**src/hw/board_ctrl_pkg.sv**
```systemverilog
// register bus types, register address map, interrupt source indices, watchdog states
package board_ctrl_pkg;

	typedef logic [4:0] csr_addr_t;
	typedef logic [7:0] csr_data_t;

	// one write port shared by every block
	typedef struct packed {
		logic      we;
		csr_addr_t addr;
		csr_data_t wdata;
	} csr_bus_t;

	// ****************************************
	// register map
	// ****************************************
	localparam csr_addr_t ADDR_VERSION       = 5'h00;
	localparam csr_addr_t ADDR_WDT_CTRL      = 5'h04;
	localparam csr_addr_t ADDR_WDT_TIMEOUT   = 5'h05;
	localparam csr_addr_t ADDR_WDT_KICK      = 5'h06;
	localparam csr_addr_t ADDR_PWM_CTRL      = 5'h0c;
	localparam csr_addr_t ADDR_PWM_DUTY      = 5'h0d;
	localparam csr_addr_t ADDR_GPIO_DIR      = 5'h10;
	localparam csr_addr_t ADDR_GPIO_OUT      = 5'h11;
	localparam csr_addr_t ADDR_GPIO_IN       = 5'h12;
	localparam csr_addr_t ADDR_GPIO_IRQ_EN   = 5'h13;
	localparam csr_addr_t ADDR_GPIO_IRQ_STAT = 5'h14;
	localparam csr_addr_t ADDR_INTC_EN       = 5'h1c;
	localparam csr_addr_t ADDR_INTC_STAT     = 5'h1d;

	// ****************************************
	// interrupt sources
	// ****************************************
	localparam int IRQ_RTC     = 0;
	localparam int IRQ_PWR_BTN = 1;
	localparam int IRQ_GPIO    = 2;
	localparam int IRQ_WDT     = 3;
	localparam int NUM_IRQS    = 4;

	typedef enum logic [1:0] {
		IDLE,
		RUNNING,
		EXPIRED
	} wdt_state_t;

endpackage

```
**src/hw/clock_enables.sv**
```systemverilog
// fast and slow clock-enable pulse generator
`timescale 1ns/1ps

module clock_enables #(
	parameter int FAST_DIV = 2,
	parameter int SLOW_DIV = 64
) (
	input  logic clk,
	input  logic rst,
	output logic ce_fast,
	output logic ce_slow
);

	localparam int DIVS [2] = '{FAST_DIV, SLOW_DIV};

	logic pulse [2];

	// same divider for both rates, each one free running
	for (genvar i = 0; i < 2; i++) begin : g_div
		localparam int CNT_W = ($clog2(DIVS[i]) > 0) ? $clog2(DIVS[i]) : 1;
		localparam logic [CNT_W-1:0] LAST = CNT_W'(DIVS[i] - 1);

		logic [CNT_W-1:0] cnt;

		always_ff @(posedge clk) begin
			if (rst) begin
				cnt <= '0;
				pulse[i] <= 1'b0;
			end else begin
				pulse[i] <= (cnt == LAST);
				cnt <= (cnt == LAST) ? '0 : cnt + 1'b1;
			end
		end
	end

	assign ce_fast = pulse[0];
	assign ce_slow = pulse[1];

endmodule

```
**src/hw/input_sync.sv**
```systemverilog
// two-flop input synchronizer with level and edge pulse outputs
`timescale 1ns/1ps

module input_sync #(
	parameter int WIDTH = 1
) (
	input  logic             clk,
	input  logic             rst,
	input  logic [WIDTH-1:0] in,
	output logic [WIDTH-1:0] level,
	output logic [WIDTH-1:0] rise,
	output logic [WIDTH-1:0] fall
);

	logic [WIDTH-1:0] meta;
	logic [WIDTH-1:0] sync;
	logic [WIDTH-1:0] prev; // history stage for the edge compare

	always_ff @(posedge clk) begin
		if (rst) begin
			meta <= '0;
			sync <= '0;
			prev <= '0;
		end else begin
			meta <= in;
			sync <= meta;
			prev <= sync;
		end
	end

	assign level = sync;
	assign rise = sync & ~prev;
	assign fall = ~sync & prev;

endmodule

```
**src/hw/gpio_bank.sv**
```systemverilog
// GPIO direction, output, input and edge interrupt registers
`timescale 1ns/1ps

module gpio_bank import board_ctrl_pkg::*; (
	input  logic       clk,
	input  logic       rst,
	input  csr_bus_t   csr,
	output csr_data_t  rd_data,
	input  logic [7:0] pin_level,
	input  logic [7:0] pin_rise,
	output logic [7:0] gpio_out,
	output logic [7:0] gpio_oe,
	output logic       irq
);

	csr_data_t dir_q;
	csr_data_t out_q;
	csr_data_t irq_en_q;
	csr_data_t irq_stat_q;

	logic [7:0] new_events;
	csr_data_t stat_clr;

	// only input pins with their enable set can raise status
	assign new_events = pin_rise & ~dir_q & irq_en_q;
	assign stat_clr = (csr.we && csr.addr == ADDR_GPIO_IRQ_STAT) ? csr.wdata : '0;

	// ****************************************
	// registers
	// ****************************************
	always_ff @(posedge clk) begin
		if (rst) begin
			dir_q <= '0;
			out_q <= '0;
			irq_en_q <= '0;
			irq_stat_q <= '0;
			irq <= 1'b0;
		end else begin
			if (csr.we) begin
				case (csr.addr)
					ADDR_GPIO_DIR: dir_q <= csr.wdata;
					ADDR_GPIO_OUT: out_q <= csr.wdata;
					ADDR_GPIO_IRQ_EN: irq_en_q <= csr.wdata;
					default: ;
				endcase
			end
			irq_stat_q <= (irq_stat_q & ~stat_clr) | new_events; // new edge wins over clear
			irq <= |(new_events & ~irq_stat_q);
		end
	end

	always_ff @(posedge clk) begin
		if (rst) begin
			rd_data <= '0;
		end else begin
			case (csr.addr)
				ADDR_GPIO_DIR: rd_data <= dir_q;
				ADDR_GPIO_OUT: rd_data <= out_q;
				ADDR_GPIO_IN: rd_data <= pin_level;
				ADDR_GPIO_IRQ_EN: rd_data <= irq_en_q;
				ADDR_GPIO_IRQ_STAT: rd_data <= irq_stat_q;
				default: rd_data <= '0;
			endcase
		end
	end

	assign gpio_out = out_q;
	assign gpio_oe = dir_q; // a direction bit of 1 drives the pin

endmodule

```
**src/hw/intc.sv**
```systemverilog
// interrupt controller with pending and enable registers and a level irq
`timescale 1ns/1ps

module intc import board_ctrl_pkg::*; #(
	parameter int NUM_IRQS = 4
) (
	input  logic                clk,
	input  logic                rst,
	input  csr_bus_t            csr,
	output csr_data_t           rd_data,
	input  logic [NUM_IRQS-1:0] sources,
	output logic                irq
);

	logic [NUM_IRQS-1:0] pending_q;
	logic [NUM_IRQS-1:0] enable_q;
	logic [NUM_IRQS-1:0] clr;

	assign clr = (csr.we && csr.addr == ADDR_INTC_STAT) ? csr.wdata[NUM_IRQS-1:0] : '0;

	always_ff @(posedge clk) begin
		if (rst) begin
			pending_q <= '0;
			enable_q <= '0;
			irq <= 1'b0;
		end else begin
			if (csr.we && csr.addr == ADDR_INTC_EN)
				enable_q <= csr.wdata[NUM_IRQS-1:0];
			// a source pulse in the clearing cycle stays pending
			pending_q <= (pending_q & ~clr) | sources;
			irq <= |(pending_q & enable_q);
		end
	end

	always_ff @(posedge clk) begin
		if (rst) begin
			rd_data <= '0;
		end else begin
			case (csr.addr)
				ADDR_INTC_EN: rd_data <= csr_data_t'(enable_q);
				ADDR_INTC_STAT: rd_data <= csr_data_t'(pending_q);
				default: rd_data <= '0;
			endcase
		end
	end

endmodule

```
**src/hw/watchdog.sv**
```systemverilog
// watchdog with control, timeout and kick registers and expiry strobes
`timescale 1ns/1ps

module watchdog import board_ctrl_pkg::*; #(
	parameter csr_data_t WDT_DEFAULT_TIMEOUT = 8'd8
) (
	input  logic      clk,
	input  logic      rst,
	input  logic      ce_slow,
	input  csr_bus_t  csr,
	output csr_data_t rd_data,
	output logic      expire,
	output logic      cpu_reset
);

	wdt_state_t state;
	csr_data_t timeout_q;
	csr_data_t count;
	logic rst_mode;

	logic wr_ctrl;
	logic wr_timeout;
	logic reload;
	csr_data_t reload_val;

	assign wr_ctrl = csr.we && csr.addr == ADDR_WDT_CTRL;
	assign wr_timeout = csr.we && csr.addr == ADDR_WDT_TIMEOUT;
	assign reload = wr_timeout || (csr.we && csr.addr == ADDR_WDT_KICK);
	assign reload_val = wr_timeout ? csr.wdata : timeout_q; // new timeout takes effect at once

	// ****************************************
	// state machine and counter
	// ****************************************
	always_ff @(posedge clk) begin
		if (rst) begin
			state <= IDLE;
			timeout_q <= WDT_DEFAULT_TIMEOUT;
			count <= '0;
			rst_mode <= 1'b0;
			expire <= 1'b0;
			cpu_reset <= 1'b0;
		end else begin
			expire <= 1'b0;
			cpu_reset <= 1'b0;
			if (wr_timeout)
				timeout_q <= csr.wdata;
			if (wr_ctrl)
				rst_mode <= csr.wdata[1];

			case (state)
				IDLE: if (wr_ctrl && csr.wdata[0]) begin
					state <= RUNNING;
					count <= reload_val;
				end
				RUNNING: if (wr_ctrl && !csr.wdata[0]) begin
					state <= IDLE;
				end else if (reload) begin
					count <= reload_val;
				end else if (ce_slow) begin
					if (count <= 8'd1) begin // this tick takes the count to zero
						count <= '0;
						state <= EXPIRED;
						expire <= 1'b1;
						cpu_reset <= rst_mode;
					end else begin
						count <= count - 1'b1;
					end
				end
				EXPIRED: if (wr_ctrl && !csr.wdata[0]) begin
					state <= IDLE;
				end else if (csr.we && csr.addr == ADDR_WDT_KICK) begin
					state <= RUNNING;
					count <= timeout_q;
				end
				default: state <= IDLE;
			endcase
		end
	end

	always_ff @(posedge clk) begin
		if (rst) begin
			rd_data <= '0;
		end else begin
			case (csr.addr)
				ADDR_WDT_CTRL: rd_data <= {state == EXPIRED, 5'b0, rst_mode, state != IDLE};
				ADDR_WDT_TIMEOUT: rd_data <= timeout_q;
				default: rd_data <= '0;
			endcase
		end
	end

endmodule

```
**src/hw/backlight_pwm.sv**
```systemverilog
// backlight PWM with enable and duty registers
`timescale 1ns/1ps

module backlight_pwm import board_ctrl_pkg::*; (
	input  logic      clk,
	input  logic      rst,
	input  logic      ce_fast,
	input  csr_bus_t  csr,
	output csr_data_t rd_data,
	output logic      pwm_out
);

	logic enable_q;
	csr_data_t duty_q;
	csr_data_t cnt; // one full period is 256 fast ticks

	always_ff @(posedge clk) begin
		if (rst) begin
			enable_q <= 1'b0;
			duty_q <= '0;
		end else if (csr.we) begin
			case (csr.addr)
				ADDR_PWM_CTRL: enable_q <= csr.wdata[0];
				ADDR_PWM_DUTY: duty_q <= csr.wdata;
				default: ;
			endcase
		end
	end

	always_ff @(posedge clk) begin
		if (rst) begin
			cnt <= '0;
			pwm_out <= 1'b0;
		end else begin
			if (ce_fast)
				cnt <= cnt + 1'b1;
			pwm_out <= enable_q && (cnt < duty_q);
		end
	end

	always_ff @(posedge clk) begin
		if (rst) begin
			rd_data <= '0;
		end else begin
			case (csr.addr)
				ADDR_PWM_CTRL: rd_data <= {7'b0, enable_q};
				ADDR_PWM_DUTY: rd_data <= duty_q;
				default: rd_data <= '0;
			endcase
		end
	end

endmodule

```
**src/hw/board_ctrl_top.sv**
```systemverilog
// board-control top level with version register and read data merge
`timescale 1ns/1ps

module board_ctrl_top import board_ctrl_pkg::*; #(
	parameter int        FAST_DIV = 2,
	parameter int        SLOW_DIV = 64,
	parameter csr_data_t VERSION = 8'h01,
	parameter csr_data_t WDT_DEFAULT_TIMEOUT = 8'd8
) (
	input  logic       clk,
	input  logic       rst,
	input  csr_bus_t   csr,
	output csr_data_t  csr_rd,
	input  logic [7:0] gpio_in,
	output logic [7:0] gpio_out,
	output logic [7:0] gpio_oe,
	input  logic       rtc_int,
	input  logic       pwr_btn,
	output logic       irq,
	output logic       cpu_reset,
	output logic       pwm_out
);

	logic ce_fast;
	logic ce_slow;
	logic [1:0] ev_rise;
	logic [1:0] ev_fall;
	logic [7:0] pin_level;
	logic [7:0] pin_rise;
	logic gpio_irq;
	logic wdt_expire;
	logic [NUM_IRQS-1:0] irq_src;

	csr_data_t rd_version;
	csr_data_t rd_gpio;
	csr_data_t rd_intc;
	csr_data_t rd_wdt;
	csr_data_t rd_pwm;

	clock_enables #(.FAST_DIV(FAST_DIV), .SLOW_DIV(SLOW_DIV)) clock_enables_i (
		.clk(clk), .rst(rst), .ce_fast(ce_fast), .ce_slow(ce_slow)
	);

	// bit 0 is rtc_int, which is active low, bit 1 the power button
	input_sync #(.WIDTH(2)) event_sync_i (
		.clk(clk), .rst(rst), .in({pwr_btn, rtc_int}),
		.level(), .rise(ev_rise), .fall(ev_fall)
	);

	input_sync #(.WIDTH(8)) gpio_sync_i (
		.clk(clk), .rst(rst), .in(gpio_in),
		.level(pin_level), .rise(pin_rise), .fall()
	);

	gpio_bank gpio_bank_i (
		.clk(clk), .rst(rst), .csr(csr), .rd_data(rd_gpio),
		.pin_level(pin_level), .pin_rise(pin_rise),
		.gpio_out(gpio_out), .gpio_oe(gpio_oe), .irq(gpio_irq)
	);

	assign irq_src[IRQ_RTC] = ev_fall[0];
	assign irq_src[IRQ_PWR_BTN] = ev_rise[1];
	assign irq_src[IRQ_GPIO] = gpio_irq;
	assign irq_src[IRQ_WDT] = wdt_expire;

	intc #(.NUM_IRQS(NUM_IRQS)) intc_i (
		.clk(clk), .rst(rst), .csr(csr), .rd_data(rd_intc),
		.sources(irq_src), .irq(irq)
	);

	watchdog #(.WDT_DEFAULT_TIMEOUT(WDT_DEFAULT_TIMEOUT)) watchdog_i (
		.clk(clk), .rst(rst), .ce_slow(ce_slow), .csr(csr), .rd_data(rd_wdt),
		.expire(wdt_expire), .cpu_reset(cpu_reset)
	);

	backlight_pwm backlight_pwm_i (
		.clk(clk), .rst(rst), .ce_fast(ce_fast), .csr(csr), .rd_data(rd_pwm),
		.pwm_out(pwm_out)
	);

	// ****************************************
	// version register and read merge
	// ****************************************
	always_ff @(posedge clk) begin
		if (rst)
			rd_version <= '0;
		else
			rd_version <= (csr.addr == ADDR_VERSION) ? VERSION : '0;
	end

	// every block drives zero unless its own address is selected
	assign csr_rd = rd_version | rd_gpio | rd_intc | rd_wdt | rd_pwm;

endmodule

```
**config.mk**
```make
export PLATFORM = sky130hd
export DESIGN_NAME = board_ctrl_top
export DESIGN_NICKNAME = d
export VERILOG_FILES = /design/src/hw/board_ctrl_pkg.sv /design/src/hw/clock_enables.sv /design/src/hw/input_sync.sv /design/src/hw/gpio_bank.sv /design/src/hw/intc.sv /design/src/hw/watchdog.sv /design/src/hw/backlight_pwm.sv /design/src/hw/board_ctrl_top.sv
export SDC_FILE = /design/constraint.sdc
export NUM_CORES = 1
export LEC_CHECK = 0
export ABC_AREA = 1
export BUFFER_PORTS_ARGS = -buffer_cell sky130_fd_sc_hd__buf_2
export CAP_MARGIN = 20
export CORE_UTILIZATION = 40
export DETAILED_ROUTE_END_ITERATION = 7
export PLACE_DENSITY_LB_ADDON = 0.25
export SYNTH_ARGS = -nofsm -noshare
export SYNTH_HDL_FRONTEND = slang
export SYNTH_SLANG_ARGS = --single-unit
```
**constraint.sdc**
```tcl
create_clock -name clk -period 2.05 [get_ports clk]
set_input_delay 0.3075 -clock clk [delete_from_list [all_inputs] [get_ports clk]]
set_output_delay 0.3075 -clock clk [all_outputs]
set_load 0.02 [all_outputs]
```
==> out/qor.yml, run 1 <==
run_status:
  outcome: "complete, no violations"
final_layout:
  fin_nets: 933
  final_util_pct: 48.6
  areaGrowthSynthToFinish_pct: 18.3
  drive_above_1_share_pct: 14.3
  antenna_cells: 0
  fill_cells: 1513
floorplanning:
  die_area_um2: 16100
  rows: 45
  coreArea_um2: 15200
  die_h_um: 127
  dieWidth_um: 127
  initial_core_util_pct: 41.1
  ioPinCount: 53
logic_synthesis:
  synthFlopType: "dfxtp_1"
  synth_area_um2: 6240
  synth_top_area_share_pct: 47.8
  ys_warn_count: 0
  avgSynthCellArea_um2: 7.51
  synth_top_cell_by_area: "dfxtp_1"
  synth.distinct_cells: 35
  synth_most_common_cell: "nand2_1"
  synth_area_leaders: "dfxtp_1 48%, nand2_1 9.1%, a21oi_1 7.9%, inv_1 6.4%, nor2_1 5.7%"
  synth_common_cells: "152 x nand2_1, 149 x dfxtp_1, 106 x inv_1"
  syn_inst: 831
  synth_edf_count: 0
  synth_seq_cells: 149
  yosysSeqAreaShare_pct: 47.8
  synthArstFlopShare_pct: 0
  synth_fp_nets: 872
sta:
  finalHoldViolations: 0
  skew_ns: 0.00727
  tightest_slew_ns: 0.639
  finalCritPeriodShare_pct: 86.0
  fmax_mhz: 568
  setup_violations: 0
  period_needed_ns: 1.76
  slew_headroom_pct: 57.0
  rsz0062_at_grt: "no"
  finalSetupTns_ns: 0
  maxSlewViolCount: 0
routing:
  first_iter_violations: 310
  drt-total-wl_um: 16100
  vias: 5461
  drc_errors: 0
  firstDrtPassIters: 7
  viasPerCell: 5.00
  wire_per_inst_um: 14.7
  drtAntennaViolNets: 0
cts:
  cts_max_level: 4
  cts-root-buf: "clkbuf_16"
  cts_buffers: 17
  cts_setup_buffers: 0
  tritoncts: "built"
  cts.sinks: 149
  ctsResizeCount: 0
  cts_buffer_depth: 2
  clk_pin_slew_ns: 0.06
  clk_latency_ns: 0.42
  cts_hold_buf: 0
place:
  gp_congestion: 0.907
  dp_hpwl_um: 11400
  portBuffers: 52
critical_path:
  reg2reg_depth: 13
  critPathLaunch: "gpio_bank_i.rd_data[1]$_SDFF_PP0_"
  r2r-start: "watchdog_i.count[0]$_SDFFE_PP0P_"
  startpoint_type: "register"
  reg2reg_to: "watchdog_i.count[4]$_SDFFE_PP0P_"
  path_class: "reg2out"
  r2r_slack_ns: 0.30
  worstPathMaxFanout: 1
  worstPathArrival_ns: 1.45
  endpoint_kind: "primary output"
  required_ns: 1.74
worst_hold_path:
  hold_path.class: "in2reg"
  hold_start: "gpio_in[4]"
  hold_path_end: "gpio_sync_i.meta[4]$_SDFF_PP0_"
  holdPathStages: 3
job:
  drv_cap: 0
power_and_ir_drop:
  ir_drop_mv: 0.541
  power_density_nw_per_um2: 1030
  p_leak_nw: 3.14
grt:
  grt_pass1_vias: 4940
  grt_pass1_wl_um: 25900
  grt_max_degree: 84
  grtUsageTotal_pct: 21.1
  overflow: 0
  grt_antenna_before_repair: 0
==> critical path: stages (launching register included) <==
cell and delay [ns]:
dfxtp_1 0.32, or4_1 0.52, buf_2 0.18
==> how the worst max path moves through the flow <==
stage / to
3_5_place_dp: gpio_bank_i.irq_stat_q[3]$_SDFF_PP0_
5_1_grt: watchdog_i.count[2]$_SDFFE_PP0P_
4_1_cts: csr_rd[1]
6_report: csr_rd[1]
2_1_floorplan: watchdog_i.count[1]$_SDFFE_PP0P_
3_3_place_gp: gpio_bank_i.irq_stat_q[1]$_SDFF_PP0_
==> layout by cell type (no fill, tap or decap), types with 10 or more instances in the layout <==
cell type,instances
nand2_1,152
dfxtp_1,149
inv_1,106
a21oi_1,98
nor2_1,94
o21ai_0,52
buf_2,52
nand3_1,46
nor3_1,18
clkbuf_16,17
ha_1,15
o22ai_1,12
buf_4,12
inv_2,10
==> through the flow <==
stage               power, mW  area, um2  worst slack [ns]  std cells  hold slack (ns)
CTS                      7.68       7380             0.249       1093           0.0670
finish                   7.64       7380             0.288       1093           0.0795
global route             8.00       7380            0.0763       1093           0.0762
detailed placement       4.28       6730             0.227       1061            0.392
floorplan                4.00       6240             0.527        831            0.388
global placement         4.28       6730             0.232       1061            0.389
==> layout make-up <==
class / count / area [um2] / share of cell area, %
Multi-Input combinational cell: 541 / 2700 / 36.5
Clock buffer: 21 / 480 / 6.51
Inverter: 118 / 445 / 6.03
Timing Repair Buffer: 65 / 370 / 5.02
Clock inverter: 11 / 171 / 2.32
Tap cell: 188 / 235 / 3.19
Sequential cell: 149 / 2980 / 40.4
==> report_power, final <==
group          internal, mW  leakage [nW]  switching (mW)
Combinational         0.393          1.62           0.773
Sequential             2.99          1.21          0.0740
Clock                  2.17         0.316            1.23
Total                  5.56          3.14            2.08
==> logic make-up (layout without fill, tap and decap cells) <==
group                      count (synthesis)  after routing  synth area share [%]
AOI/OAI and AO/OA                        180            180                  15.1
DFF                                      149            149                  47.8
buffers and inverters                    141            215                  9.02
xor gates and xnor gates                   2              2                 0.281
and+or+nand+nor                          344            344                  24.9
adders and majority gates                 15             15                  3.01
==> routing by layer <==
metal  vias up  GRT usage (%)  share of wire [%]
met4         0           6.79                1.2
li1       2820              -                  -
met2       174           32.3                 44
met3        18           4.93                6.9
met5         -              0                  0
met1      2449           29.3                 48
No activity file was read; power rests on OpenSTA's default activity.
==> run 2, diff against run 1 <==
CORE_ASPECT_RATIO = 0.8   (was not set)
CORE_MARGIN = 1   (was not set)
==> run 2 against run 1 <==
Clock skew rose by 0.0013 ns. Critical path type unchanged. Hold slack lost 0.0040 ns. Power decreased by 2.0%. Count of clock-buffer cells in the layout is 4 lower. Utilization is 0.14 points higher.
==> out/qor.yml, run 2 (synthesis results as in run 1) <==
critical_path:
  required_ns: 1.74
  critPathLaunch: "gpio_bank_i.rd_data[1]$_SDFF_PP0_"
  r2r-start: "watchdog_i.count[0]$_SDFFE_PP0P_"
  startpoint_type: "register"
  worstPathMaxFanout: 1
  path_class: "reg2out"
  endpoint_kind: "primary output"
  worstPathArrival_ns: 1.48
final_layout:
  layout_common_cells: "152 x nand2_1, 149 x dfxtp_1, 106 x inv_1"
  areaGrowthSynthToFinish_pct: 17.9
  final_common_cell: "nand2_1"
  seq_area_um2: 2980
  multiInputGateArea_um2: 2700
  final_util_pct: 48.7
  fill_cells: 1520
  drive_above_1_share_pct: 14.2
  fin_nets: 932
floorplanning:
  rows: 40
  ioPinCount: 53
  initial_core_util_pct: 41.3
  die_h_um: 114
  dieWidth_um: 142
  die_area_um2: 16100
  coreArea_um2: 15100
grt:
  grt_antenna_before_repair: 0
  grt_max_degree: 84
  grtUsageTotal_pct: 21.8
  overflow: 0
  grt_pass1_wl_um: 26900
  grt_pass1_vias: 5077
sta:
  fmax_mhz: 559
  maxSlewViolCount: 0
  slew_headroom_pct: 63.0
  finalCritPeriodShare_pct: 87.3
  tightest_slew_ns: 0.553
  finalHoldViolations: 0
  finalSetupTns_ns: 0
  worst_slack_ns: 0.261
  rsz0062_at_grt: "no"
  setup_violations: 0
  skew_ns: 0.00855
  period_needed_ns: 1.79
power_and_ir_drop:
  power_mw: 7.49
  power.share.combinational_pct: 15.7
  ir_drop_mv: 0.601
  pwr-share-seq_pct: 41.0
  p_int_mw: 5.24
  clkPwrFrac_pct: 43.3
  p_switching_mw: 2.24
  swShare_pct: 30.0
  power_density_nw_per_um2: 1020
  p_leak_nw: 3.12
cts:
  cts.sinks: 149
  clk_pin_slew_ns: 0.07
  clk_latency_ns: 0.43
  cts_hold_buf: 0
  cts-root-buf: "clkbuf_16"
  cts_max_level: 4
  tritoncts: "built"
  cts_buffers: 17
  cts_setup_buffers: 0
  cts_buffer_depth: 2
  ctsResizeCount: 0
place:
  dp_hpwl_um: 11800
  place_ws_ns: 0.147
  gp_congestion: 0.868
  portBuffers: 52
routing:
  vias: 5538
  drc_errors: 0
  firstDrtPassIters: 5
  viasPerCell: 4.97
  drtAntennaViolNets: 0
  drt-total-wl_um: 16600
  wire_per_inst_um: 14.9
  first_iter_violations: 514
run_status:
  outcome: "complete, no violations"
worst_hold_path:
  hold_start: "gpio_in[0]"
  hold_path.class: "in2reg"
job:
  drv_cap: 0
## run 2: power groups by stage
| stage | Clock, mW | Sequential [mW] | Combinational, mW |
|---|---|---|---|
| finish | 3.24 | 3.07 | 1.18 |
| global route | 3.43 | 3.08 | 1.35 |
| CTS | 3.28 | 3.07 | 1.16 |
| detailed placement | 0 | 3.13 | 1.16 |
| global placement | 0 | 3.13 | 1.16 |
| floorplan | 0 | 3.11 | 0.884 |
## run 2: worst paths after layout
path / to / slack (ns) / cells past startpoint
max: csr_rd[1] / 0.26 / 2
min: gpio_sync_i.meta[0]$_SDFF_PP0_ / 0.08 / 3
max reg2reg: watchdog_i.count[2]$_SDFFE_PP0P_ / 0.32 / 13
min reg2reg: gpio_sync_i.level[2]$_SDFF_PP0_ / 0.40 / 2
## run 2: per-layer routing
metal / GRT usage, % / up-vias / share of wire (%) / wire [um]
met5: 0 / - / 0 / 0
met4: 6.38 / 0 / 1.3 / 222
met3: 5.16 / 19 / 6.4 / 1070
met2: 31.4 / 179 / 41 / 6810
met1: 32.1 / 2521 / 51 / 8490
li1: - / 2819 / - / -
## run 2: final cells by class
cell class              instances  area share (%)
diodes                          1          0.0340
flip-flops and latches        149            40.5
repair buffers                 64            4.93
well taps                     210            3.57
clock buffers                  17            5.78
clock inverters                15            2.48
multi-input cells             541            36.6
inverters                     118            6.05
## run 2: per-stage QoR
stage	hold slack (ns)	cells	area [um2]
after global routing	0.0682	1114	7360
after global placement	0.391	1082	6750
after detailed placement	0.394	1082	6750
after floorplan	0.388	831	6240
after CTS	0.0671	1114	7360
final	0.0755	1115	7360
## run 2: critical path: stages (launching register included)
cell and delay (ns):
dfxtp_1 0.34, or4_1 0.54, buf_2 0.18
